### src/hdl/mem_read_pkg.sv
/* memory read stage definitions
   size codes, dependency table sizing, the operand word and the
   payloads passed from the address stage and on to execute */
package mem_read_pkg;

    typedef logic [2:0] size_t;             // operand size code from decode

    localparam size_t SIZE_NONE = 3'd0;
    localparam size_t SIZE_8    = 3'd1;
    localparam size_t SIZE_16   = 3'd2;
    localparam size_t SIZE_32   = 3'd3;
    localparam size_t SIZE_48   = 3'd4;
    localparam size_t SIZE_64   = 3'd5;     // 6 and 7 unused, read as zero

    localparam int DEP_DEPTH = 4;           // pending store entries
    localparam int DEP_PTR_W = $clog2(DEP_DEPTH);
    localparam int DEP_CNT_W = DEP_PTR_W + 1;   // count reaches DEP_DEPTH

    // address view of an operand word
    typedef struct packed {
        logic [31:0] upper;
        logic [31:0] addr;                  // linear address
    } op_addr_t;

    typedef union packed {
        logic [63:0] value;                 // register value
        op_addr_t    address;               // same bits seen as address
    } operand_u;

    // instruction from the address stage
    typedef struct packed {
        size_t       size;
        logic        set_d_flag;
        logic        clear_d_flag;
        operand_u    op0;
        operand_u    op1;
        logic [2:0]  op0_reg;
        logic [2:0]  op1_reg;
        logic        op0_is_address;
        logic        op1_is_address;
        logic [47:0] imm;
        logic [3:0]  alu_op;
        logic [2:0]  flag_0;
        logic [2:0]  flag_1;
        logic [31:0] pc;
        logic        branch_taken;
        logic        to_sys_controller;
        logic [15:0] opcode;
    } mr_req_t;

    // payload toward execute
    typedef struct packed {
        size_t       size;
        logic        set_d_flag;
        logic        clear_d_flag;
        logic [63:0] op_a;                  // memory or register value
        logic [63:0] op_b;
        logic [2:0]  op_a_reg;
        logic [31:0] op_a_address;          // destination if op a is memory
        logic        op_a_is_address;
        logic [47:0] imm;
        logic [3:0]  alu_op;
        logic [2:0]  flag_0;
        logic [2:0]  flag_1;
        logic [31:0] pc;
        logic        branch_taken;
        logic        to_sys_controller;
        logic [15:0] opcode;
    } mr_exe_t;

    // byte count covered by a size code
    function automatic logic [3:0] size_bytes(input size_t size);
        case (size)
            SIZE_NONE: return 4'd0;
            SIZE_8:    return 4'd1;
            SIZE_16:   return 4'd2;
            SIZE_32:   return 4'd4;
            SIZE_48:   return 4'd6;
            SIZE_64:   return 4'd8;
            default:   return 4'd0;         // invalid codes
        endcase
    endfunction

endpackage

### src/hdl/addr_dependency_table.sv
/* address dependency table
   circular buffer of pending store ranges, checked against the two
   operand addresses of the next instruction */
module addr_dependency_table (
    input  logic                clk,
    input  logic                rst_n,
    input  logic                flush,
    input  logic                push,
    input  logic [31:0]         push_addr,
    input  mem_read_pkg::size_t push_size,
    input  logic                pop,
    input  logic [31:0]         cmp0_addr,
    input  logic [31:0]         cmp1_addr,
    input  mem_read_pkg::size_t cmp_size,
    output logic                hit0,
    output logic                hit1,
    output logic                full
);
    import mem_read_pkg::*;

    logic [31:0]          ent_addr [DEP_DEPTH];
    size_t                ent_size [DEP_DEPTH];
    logic [DEP_PTR_W-1:0] head;             // oldest entry
    logic [DEP_PTR_W-1:0] tail;             // next free slot
    logic [DEP_CNT_W-1:0] count;
    logic                 do_push;
    logic                 do_pop;

    // half-open byte ranges [a, a+la) and [b, b+lb) intersect
    function automatic logic overlap(input logic [31:0] a, input size_t sa,
                                     input logic [31:0] b, input size_t sb);
        logic [32:0] a_end;
        logic [32:0] b_end;
        a_end = {1'b0, a} + 33'(size_bytes(sa));   // no wrap past 4G
        b_end = {1'b0, b} + 33'(size_bytes(sb));
        return (size_bytes(sa) != 4'd0) && (size_bytes(sb) != 4'd0) &&
               ({1'b0, a} < b_end) && ({1'b0, b} < a_end);
    endfunction

    assign full    = (count == DEP_CNT_W'(DEP_DEPTH));
    assign do_push = push && !full;
    assign do_pop  = pop && (count != '0);   // empty pop ignored

    always_comb begin
        logic [DEP_PTR_W-1:0] offs;
        hit0 = 1'b0;
        hit1 = 1'b0;
        for (int i = 0; i < DEP_DEPTH; i++) begin
            offs = DEP_PTR_W'(i) - head;     // age of slot i
            if ({1'b0, offs} < count) begin
                hit0 |= overlap(cmp0_addr, cmp_size, ent_addr[i], ent_size[i]);
                hit1 |= overlap(cmp1_addr, cmp_size, ent_addr[i], ent_size[i]);
            end
        end
    end

    always_ff @(posedge clk or negedge rst_n) begin
        if (!rst_n) begin
            head  <= '0;
            tail  <= '0;
            count <= '0;
        end else if (flush) begin
            head  <= '0;                    // all pending stores dropped
            tail  <= '0;
            count <= '0;
        end else begin
            if (do_push) tail <= tail + 1'b1;
            if (do_pop) head <= head + 1'b1;
            count <= count + DEP_CNT_W'(do_push) - DEP_CNT_W'(do_pop);
        end
    end

    always_ff @(posedge clk) begin
        if (do_push && !flush) begin
            ent_addr[tail] <= push_addr;
            ent_size[tail] <= push_size;
        end
    end

endmodule

### src/hdl/dcache_read_port.sv
/* data cache read sequencer
   reads op0 then op1 when flagged as addresses, keeps both words
   until the stage consumes the item */
module dcache_read_port (
    input  logic                  clk,
    input  logic                  rst_n,
    input  logic                  flush,
    input  logic                  start,
    input  mem_read_pkg::mr_req_t req,
    input  logic                  consume,
    output logic                  rd_done,
    output logic [63:0]           data0,
    output logic [63:0]           data1,
    output logic                  rd_req_valid,
    input  logic                  rd_req_ready,
    output logic [31:0]           rd_req_address,
    input  logic                  rd_dp_valid,
    output logic                  rd_dp_ready,
    input  logic [63:0]           rd_dp_read_data
);

    typedef enum logic [2:0] {
        IDLE,
        REQ0,                               // op0 request out
        WAIT0,                              // op0 response pending
        REQ1,
        WAIT1,
        DONE,                               // words held for consume
        DRAIN                               // flushed, toss the response
    } state_t;

    state_t state;
    state_t state_nxt;
    logic   req_hs;
    logic   rsp_hs;
    logic   no_reads;

    assign req_hs   = rd_req_valid && rd_req_ready;
    assign rsp_hs   = rd_dp_valid && rd_dp_ready;
    assign no_reads = !req.op0_is_address && !req.op1_is_address;

    assign rd_req_valid   = (state == REQ0) || (state == REQ1);
    assign rd_req_address = (state == REQ1) ? req.op1.address.addr : req.op0.address.addr;
    assign rd_dp_ready    = 1'b1;           // responses always sink

    // register-only items finish right away
    assign rd_done = (state == DONE) || ((state == IDLE) && start && no_reads);

    always_comb begin
        state_nxt = state;
        case (state)
            IDLE: begin
                if (start && !flush) begin
                    if (req.op0_is_address) begin
                        state_nxt = REQ0;
                    end else if (req.op1_is_address) begin
                        state_nxt = REQ1;       // skip op0 states
                    end
                end
            end
            REQ0: begin
                if (req_hs) begin
                    state_nxt = flush ? DRAIN : WAIT0;
                end else if (flush) begin
                    state_nxt = IDLE;           // nothing issued yet
                end
            end
            WAIT0: begin
                if (rsp_hs) begin
                    if (flush) begin
                        state_nxt = IDLE;
                    end else begin
                        state_nxt = req.op1_is_address ? REQ1 : DONE;
                    end
                end else if (flush) begin
                    state_nxt = DRAIN;
                end
            end
            REQ1: begin
                if (req_hs) begin
                    state_nxt = flush ? DRAIN : WAIT1;
                end else if (flush) begin
                    state_nxt = IDLE;
                end
            end
            WAIT1: begin
                if (rsp_hs) begin
                    state_nxt = flush ? IDLE : DONE;
                end else if (flush) begin
                    state_nxt = DRAIN;
                end
            end
            DONE:    if (consume || flush) state_nxt = IDLE;
            DRAIN:   if (rsp_hs) state_nxt = IDLE;  // in-order, this is ours
            default: state_nxt = IDLE;
        endcase
    end

    always_ff @(posedge clk or negedge rst_n) begin
        if (!rst_n) begin
            state <= IDLE;
        end else begin
            state <= state_nxt;
        end
    end

    // capture read words, untouched until the next read
    always_ff @(posedge clk) begin
        if ((state == WAIT0) && rsp_hs) begin
            data0 <= rd_dp_read_data;
        end
        if ((state == WAIT1) && rsp_hs) begin
            data1 <= rd_dp_read_data;
        end
    end

endmodule

### src/hdl/mem_read_data_mask.sv
/* read data mask
   keeps the low bytes of the cache word that the operand size covers */
module mem_read_data_mask (
    input  logic [63:0]         data,
    input  mem_read_pkg::size_t size,
    output logic [63:0]         masked
);
    import mem_read_pkg::*;

    logic [3:0] nbytes;                     // 0 for none and bad codes

    assign nbytes = size_bytes(size);

    always_comb begin
        for (int i = 0; i < 8; i++) begin
            // zero extend above the operand
            masked[i*8 +: 8] = (i < nbytes) ? data[i*8 +: 8] : 8'h00;
        end
    end

endmodule

### src/hdl/mem_read_pipestage.sv
/* memory read to execute pipestage
   one entry valid/ready slice, full throughput */
module mem_read_pipestage (
    input  logic                  clk,
    input  logic                  rst_n,
    input  logic                  flush,
    input  logic                  in_valid,
    output logic                  in_ready,
    input  mem_read_pkg::mr_exe_t in_data,
    output logic                  out_valid,
    input  logic                  out_ready,
    output mem_read_pkg::mr_exe_t out_data
);
    import mem_read_pkg::*;

    logic    valid_q;
    mr_exe_t data_q;                        // payload, no reset

    // take a new item when empty or when the current one leaves
    assign in_ready  = !valid_q || out_ready;
    assign out_valid = valid_q;
    assign out_data  = data_q;

    always_ff @(posedge clk or negedge rst_n) begin
        if (!rst_n) begin
            valid_q <= 1'b0;
        end else if (flush) begin
            valid_q <= 1'b0;                // drop whatever is held
        end else if (in_ready) begin
            valid_q <= in_valid;
        end
    end

    always_ff @(posedge clk) begin
        if (in_valid && in_ready) begin
            data_q <= in_data;              // holds while out_ready low
        end
    end

endmodule

### src/hdl/memory_read_top.sv
/* memory read stage
   reads memory operands, masks them to size, holds on pending stores
   and registers the result toward execute */
module memory_read_top (
    input  logic                  clk,
    input  logic                  rst_n,
    input  logic                  flush,
    input  logic                  wb_valid,
    input  logic                  wb_ready,
    input  logic                  wb_to_memory,
    input  logic                  a_valid,
    output logic                  a_ready,
    input  mem_read_pkg::mr_req_t a_req,
    output logic                  e_valid,
    input  logic                  e_ready,
    output mem_read_pkg::mr_exe_t e_data,
    output logic                  rd_req_valid,
    input  logic                  rd_req_ready,
    output logic [31:0]           rd_req_address,
    input  logic                  rd_dp_valid,
    input  logic [63:0]           rd_dp_read_data,
    output logic                  rd_dp_ready
);
    import mem_read_pkg::*;

    logic        halt;
    logic        rd_start;
    logic        rd_done;
    logic        p_valid;
    logic        p_ready;
    logic        push;
    logic        pop;
    logic        hit0;
    logic        hit1;
    logic        tbl_full;
    logic [63:0] data0;
    logic [63:0] data1;
    logic [63:0] data0_m;
    logic [63:0] data1_m;
    mr_exe_t     p_data;

    // hold while an address operand touches a pending store
    assign halt = (hit0 && a_req.op0_is_address) ||
                  (hit1 && a_req.op1_is_address) ||
                  (a_req.op0_is_address && tbl_full);   // no room for our store

    assign rd_start = a_valid && !halt;     // no reading ahead of a store
    assign p_valid  = a_valid && rd_done && !halt;
    assign a_ready  = p_valid && p_ready;
    assign push     = a_ready && a_req.op0_is_address;  // at acceptance
    assign pop      = wb_valid && wb_ready && wb_to_memory;

    dcache_read_port u_port (
        .clk             (clk),
        .rst_n           (rst_n),
        .flush           (flush),
        .start           (rd_start),
        .req             (a_req),
        .consume         (a_ready),
        .rd_done         (rd_done),
        .data0           (data0),
        .data1           (data1),
        .rd_req_valid    (rd_req_valid),
        .rd_req_ready    (rd_req_ready),
        .rd_req_address  (rd_req_address),
        .rd_dp_valid     (rd_dp_valid),
        .rd_dp_ready     (rd_dp_ready),
        .rd_dp_read_data (rd_dp_read_data)
    );

    mem_read_data_mask u_mask0 (.data(data0), .size(a_req.size), .masked(data0_m));
    mem_read_data_mask u_mask1 (.data(data1), .size(a_req.size), .masked(data1_m));

    addr_dependency_table u_dep (
        .clk       (clk),
        .rst_n     (rst_n),
        .flush     (flush),
        .push      (push),
        .push_addr (a_req.op0.address.addr),
        .push_size (a_req.size),
        .pop       (pop),
        .cmp0_addr (a_req.op0.address.addr),
        .cmp1_addr (a_req.op1.address.addr),
        .cmp_size  (a_req.size),
        .hit0      (hit0),
        .hit1      (hit1),
        .full      (tbl_full)
    );

    // execute payload
    always_comb begin
        p_data.size              = a_req.size;
        p_data.set_d_flag        = a_req.set_d_flag;
        p_data.clear_d_flag      = a_req.clear_d_flag;
        p_data.op_a              = a_req.op0_is_address ? data0_m : a_req.op0.value;
        p_data.op_b              = a_req.op1_is_address ? data1_m : a_req.op1.value;
        p_data.op_a_reg          = a_req.op0_reg;
        p_data.op_a_address      = a_req.op0.address.addr;  // store target
        p_data.op_a_is_address   = a_req.op0_is_address;
        p_data.imm               = a_req.imm;
        p_data.alu_op            = a_req.alu_op;
        p_data.flag_0            = a_req.flag_0;
        p_data.flag_1            = a_req.flag_1;
        p_data.pc                = a_req.pc;
        p_data.branch_taken      = a_req.branch_taken;
        p_data.to_sys_controller = a_req.to_sys_controller;
        p_data.opcode            = a_req.opcode;
    end

    mem_read_pipestage u_stage (
        .clk       (clk),
        .rst_n     (rst_n),
        .flush     (flush),
        .in_valid  (p_valid),
        .in_ready  (p_ready),
        .in_data   (p_data),
        .out_valid (e_valid),
        .out_ready (e_ready),
        .out_data  (e_data)
    );

endmodule

### config.mk
export PLATFORM = sky130hd
export DESIGN_NAME = memory_read_top
export DESIGN_NICKNAME = d
export VERILOG_FILES = /design/src/hdl/mem_read_pkg.sv /design/src/hdl/addr_dependency_table.sv /design/src/hdl/dcache_read_port.sv /design/src/hdl/mem_read_data_mask.sv /design/src/hdl/mem_read_pipestage.sv /design/src/hdl/memory_read_top.sv
export SDC_FILE = /design/constraint.sdc
export NUM_CORES = 1
export LEC_CHECK = 0
export ABC_AREA = 1
export BUFFER_PORTS_ARGS = -buffer_cell sky130_fd_sc_hd__buf_4
export CORE_ASPECT_RATIO = 1.2
export CORE_UTILIZATION = 45
export CTS_CLUSTER_DIAMETER = 120
export DETAILED_ROUTE_END_ITERATION = 8
export PLACE_DENSITY = 0.67
export SLEW_MARGIN = 20
export SYNTH_ARGS = -nofsm -noshare
export SYNTH_HDL_FRONTEND = slang
export SYNTH_SLANG_ARGS = --single-unit
### constraint.sdc
create_clock -name clk -period 21.2 [get_ports clk]
set_input_delay 1.06 -clock clk [delete_from_list [all_inputs] [get_ports clk]]
set_output_delay 1.06 -clock clk [all_outputs]
set_load 0.1 [all_outputs]
==> impl_metrics.env <==
export IMPL_status="completed"
export IMPL_drive_gt1_share_pct=18.1
export IMPL_coreArea_um2=79000
export IMPL_clockBufferDepth=3
export IMPL_die_w_um=260
export IMPL_synthCells=3730
export IMPL_gp_congestion=0.982
export IMPL_drv_cap=0
export IMPL_io_buffers=631
export IMPL_ys_seq_area_share_pct=46.4
export IMPL_fp_row_count=113
export IMPL_clockPowerShare_pct=29.7
export IMPL_intPower_mw=2.18
export IMPL_cts_made_buffers=60
export IMPL_tightest_slew_ns=1.18
export IMPL_drv_slew=0
export IMPL_via_per_inst=5.44
export IMPL_synth_top_flop_cell="edfxtp_1"
export IMPL_synthAdderAreaFrac_pct=18.9
export IMPL_grt_ovfl_total=0
export IMPL_r2r_end="u_stage.out_data[6]$_DFFE_PP_"
export IMPL_crit_type="in -> out"
export IMPL_cp_common_cell="nand2_1"
export IMPL_grt_pass1_wl_um=176000
export IMPL_relSlewSlack_pct=20.6
export IMPL_async_flop_share_pct=1.98
export IMPL_final_common_cell="nand2_1"
export IMPL_power_per_cell_area_nw_per_um2=82.0
export IMPL_fin_nets=5247
export IMPL_area_delta_synth_final_pct=22.3
export IMPL_synth_top_family_by_area="adder cells"
export IMPL_vias=29800
export IMPL_max_vdd_ir_drop_mv=0.0861
export IMPL_holdBufCountCts=0
export IMPL_syn_area_per_cell_um2=9.61
export IMPL_finClkSkew_ns=0.0366
export IMPL_cts_root_buffer="clkbuf_16"
export IMPL_htree_levels=2
export IMPL_grt_usage_pct=29.6
export IMPL_synth_edf_count=545
export IMPL_syn_nets=4591
export IMPL_total_power_mw=3.60
export IMPL_synth_mux_area_share_pct=0.0314
export IMPL_synth_warning_count=0
export IMPL_synth_simple_area_share_pct=17.9
export IMPL_slowest_stage="nor4_1"
export IMPL_required_ns=20.14
export IMPL_power_switching_mw=1.42
export IMPL_end_kind="primary output"
export IMPL_postCtsSetupBuffers=0
export IMPL_ys_ff_latch=556
export IMPL_rrSetupSlack_ns=12.81
export IMPL_io_pins=636
export IMPL_rr_startpoint="u_dep.ent_size[0][1]$_DFFE_PP_"
export IMPL_setup_tns_ns=0
export IMPL_fill_cells=7084
export IMPL_worst_r2r_path_depth=27
export IMPL_synth_cell_types=55
export IMPL_drt_iter0_markers=2322
export IMPL_cts_num_sinks=556
export IMPL_p_leak_nw=19.5
export IMPL_wl_per_cell_um=22.3
export IMPL_antenna_found_initial=3
export IMPL_hpwlAfterDp_um=92100
export IMPL_max_stage_delay_ns=0.81
export IMPL_switching_share_pct=39.3
export IMPL_period_minus_slack_ns=8.72
export IMPL_cp_arrival_ns=7.66
export IMPL_hold_viol=0
export IMPL_clk_insertion_delay_late_ns=0.68
export IMPL_cts_tree="built"
export IMPL_drt_total_wl_um=122000
export IMPL_dr_pass1_iters=6
export IMPL_path_clk_slew_ns=0.06
export IMPL_drtAntennaViolNets=0
export IMPL_worstPathMaxFanout=73
export IMPL_drc=0
export IMPL_setup_viol=0
export IMPL_cp_start_kind="primary input"
export IMPL_synth_compound_area_share_pct=7.74
export IMPL_synth_xor_area_share_pct=4.13
export IMPL_dieHeight_um=311
export IMPL_layout_common_cells="nand2_1, buf_4, edfxtp_1"
export IMPL_hold_class="in -> async"
export IMPL_p_comb_share_pct=31.6
export IMPL_cts_resized=0
export IMPL_start_util_pct=45.4
export IMPL_rsz0062_at_grt="no"
export IMPL_grt_max_degree=133
export IMPL_fin_crit_sh_pct=41.1
export IMPL_die_area_um2=80800
export IMPL_grt_pass1_vias=28600
export IMPL_clock_fmax_mhz=115
export IMPL_sequentialPowerShare_pct=38.6
export IMPL_synth_area_um2=35900
## kinds of logic (layout without fill, tap and decap cells)
family	count (synthesis)	count (layout)
AOI/OAI and AO/OA	515	515
adders and majority gates	538	538
DFF	556	556
and+or+nand+nor	1486	1486
other	1	2
xor gates and xnor gates	169	169
muxes	1	1
buffers and inverters	464	1170
## per-stage QoR
step | cells | cell area, um^2 | setup WS [ns] | hold slack, ns | util, %
2_1_floorplan | 3730 | 35900 | 12.04 | 0.520 | -
3_3_place_gp | 5359 | 41900 | 11.65 | 0.533 | 53.0
3_5_place_dp | 5359 | 41900 | 11.56 | 0.540 | 53.0
4_1_cts | 5471 | 43800 | 12.06 | 0.177 | 55.5
5_1_grt | 5471 | 43900 | 11.93 | 0.193 | 55.5
6_report | 5472 | 43900 | 12.48 | 0.214 | 55.5
## power by group through the flow
| stage | sequential, mW | clock (mW) | combinational (mW) |
|---|---|---|---|
| 2_1_floorplan | 1.89 | 0 | 0.341 |
| 3_3_place_gp | 1.41 | 0 | 1.13 |
| 3_5_place_dp | 1.41 | 0 | 1.14 |
| 4_1_cts | 1.39 | 1.09 | 1.14 |
| 5_1_grt | 1.40 | 1.13 | 1.19 |
| 6_report | 1.39 | 1.07 | 1.14 |
## area by class of cell
type | instances | area [um^2] | area share (%)
Tap cell | 1035 | 1290 | 2.95
Clock buffer | 73 | 1550 | 3.54
Clock inverter | 39 | 442 | 1.01
Multi-Input combinational cell | 2710 | 17500 | 39.9
Inverter | 415 | 1570 | 3.57
Antenna cell | 1 | 2.50 | 0.00571
Timing Repair Buffer | 643 | 4840 | 11.0
Sequential cell | 556 | 16600 | 37.9
## per-layer routing
layer  track usage, %  vias up  part of all wire [%]
met3             6.31      237                   9.0
met2             49.9     1235                    47
li1                 -    14300                     -
met4             14.2        2                   5.2
met1             35.7    14000                    38
met5                0        -                0.0090
## cells in the mapped netlist, drive strengths merged (14+ instances only)
library cell	number	area, um^2
ha	531	6640
clkbuf	34	128
xor2	118	1030
inv	411	1540
a21o	14	105
o21ai	226	1130
nand4	46	313
xnor2	51	447
nor2	317	1220
buf	15	67.6
a211oi	15	113
nor4	20	168
nor3	82	454
a21oi	219	1110
edfxtp	545	16400
nand3	252	1300
nand2	752	2830
## flip-flops by register name, indices dropped and copies added, names as in the netlist, 2 cells and up
signal / flops
u_dep.head: 2
u_dep.tail: 2
u_dep.ent_addr: 128
u_stage.out_data: 277
u_dep.ent_size: 12
u_port.state: 3
u_port.data0: 64
u_port.data1: 64
u_dep.count: 3
## critical path: cells and delay by family
family / cells / cell delay (ns)
simple gates: 20 / 2.91
buf+inv: 7 / 1.81
fa+ha+maj: 3 / 1.06
xor+xnor: 1 / 0.51
compound gates: 1 / 0.22
## worst max path at each step
stage	startpoint	endpoint	slack, ns	cells past startpoint
detailed placement	a_req[247]	u_stage.out_data[132]$_DFFE_PP_	11.56	33
global placement	a_req[247]	u_stage.out_data[132]$_DFFE_PP_	11.65	33
CTS	a_req[247]	a_ready	12.06	32
finish	a_req[247]	a_ready	12.48	32
global route	a_req[247]	a_ready	11.93	32
floorplan	a_req[247]	a_ready	12.04	28
Power figures use the tool's default switching activity.
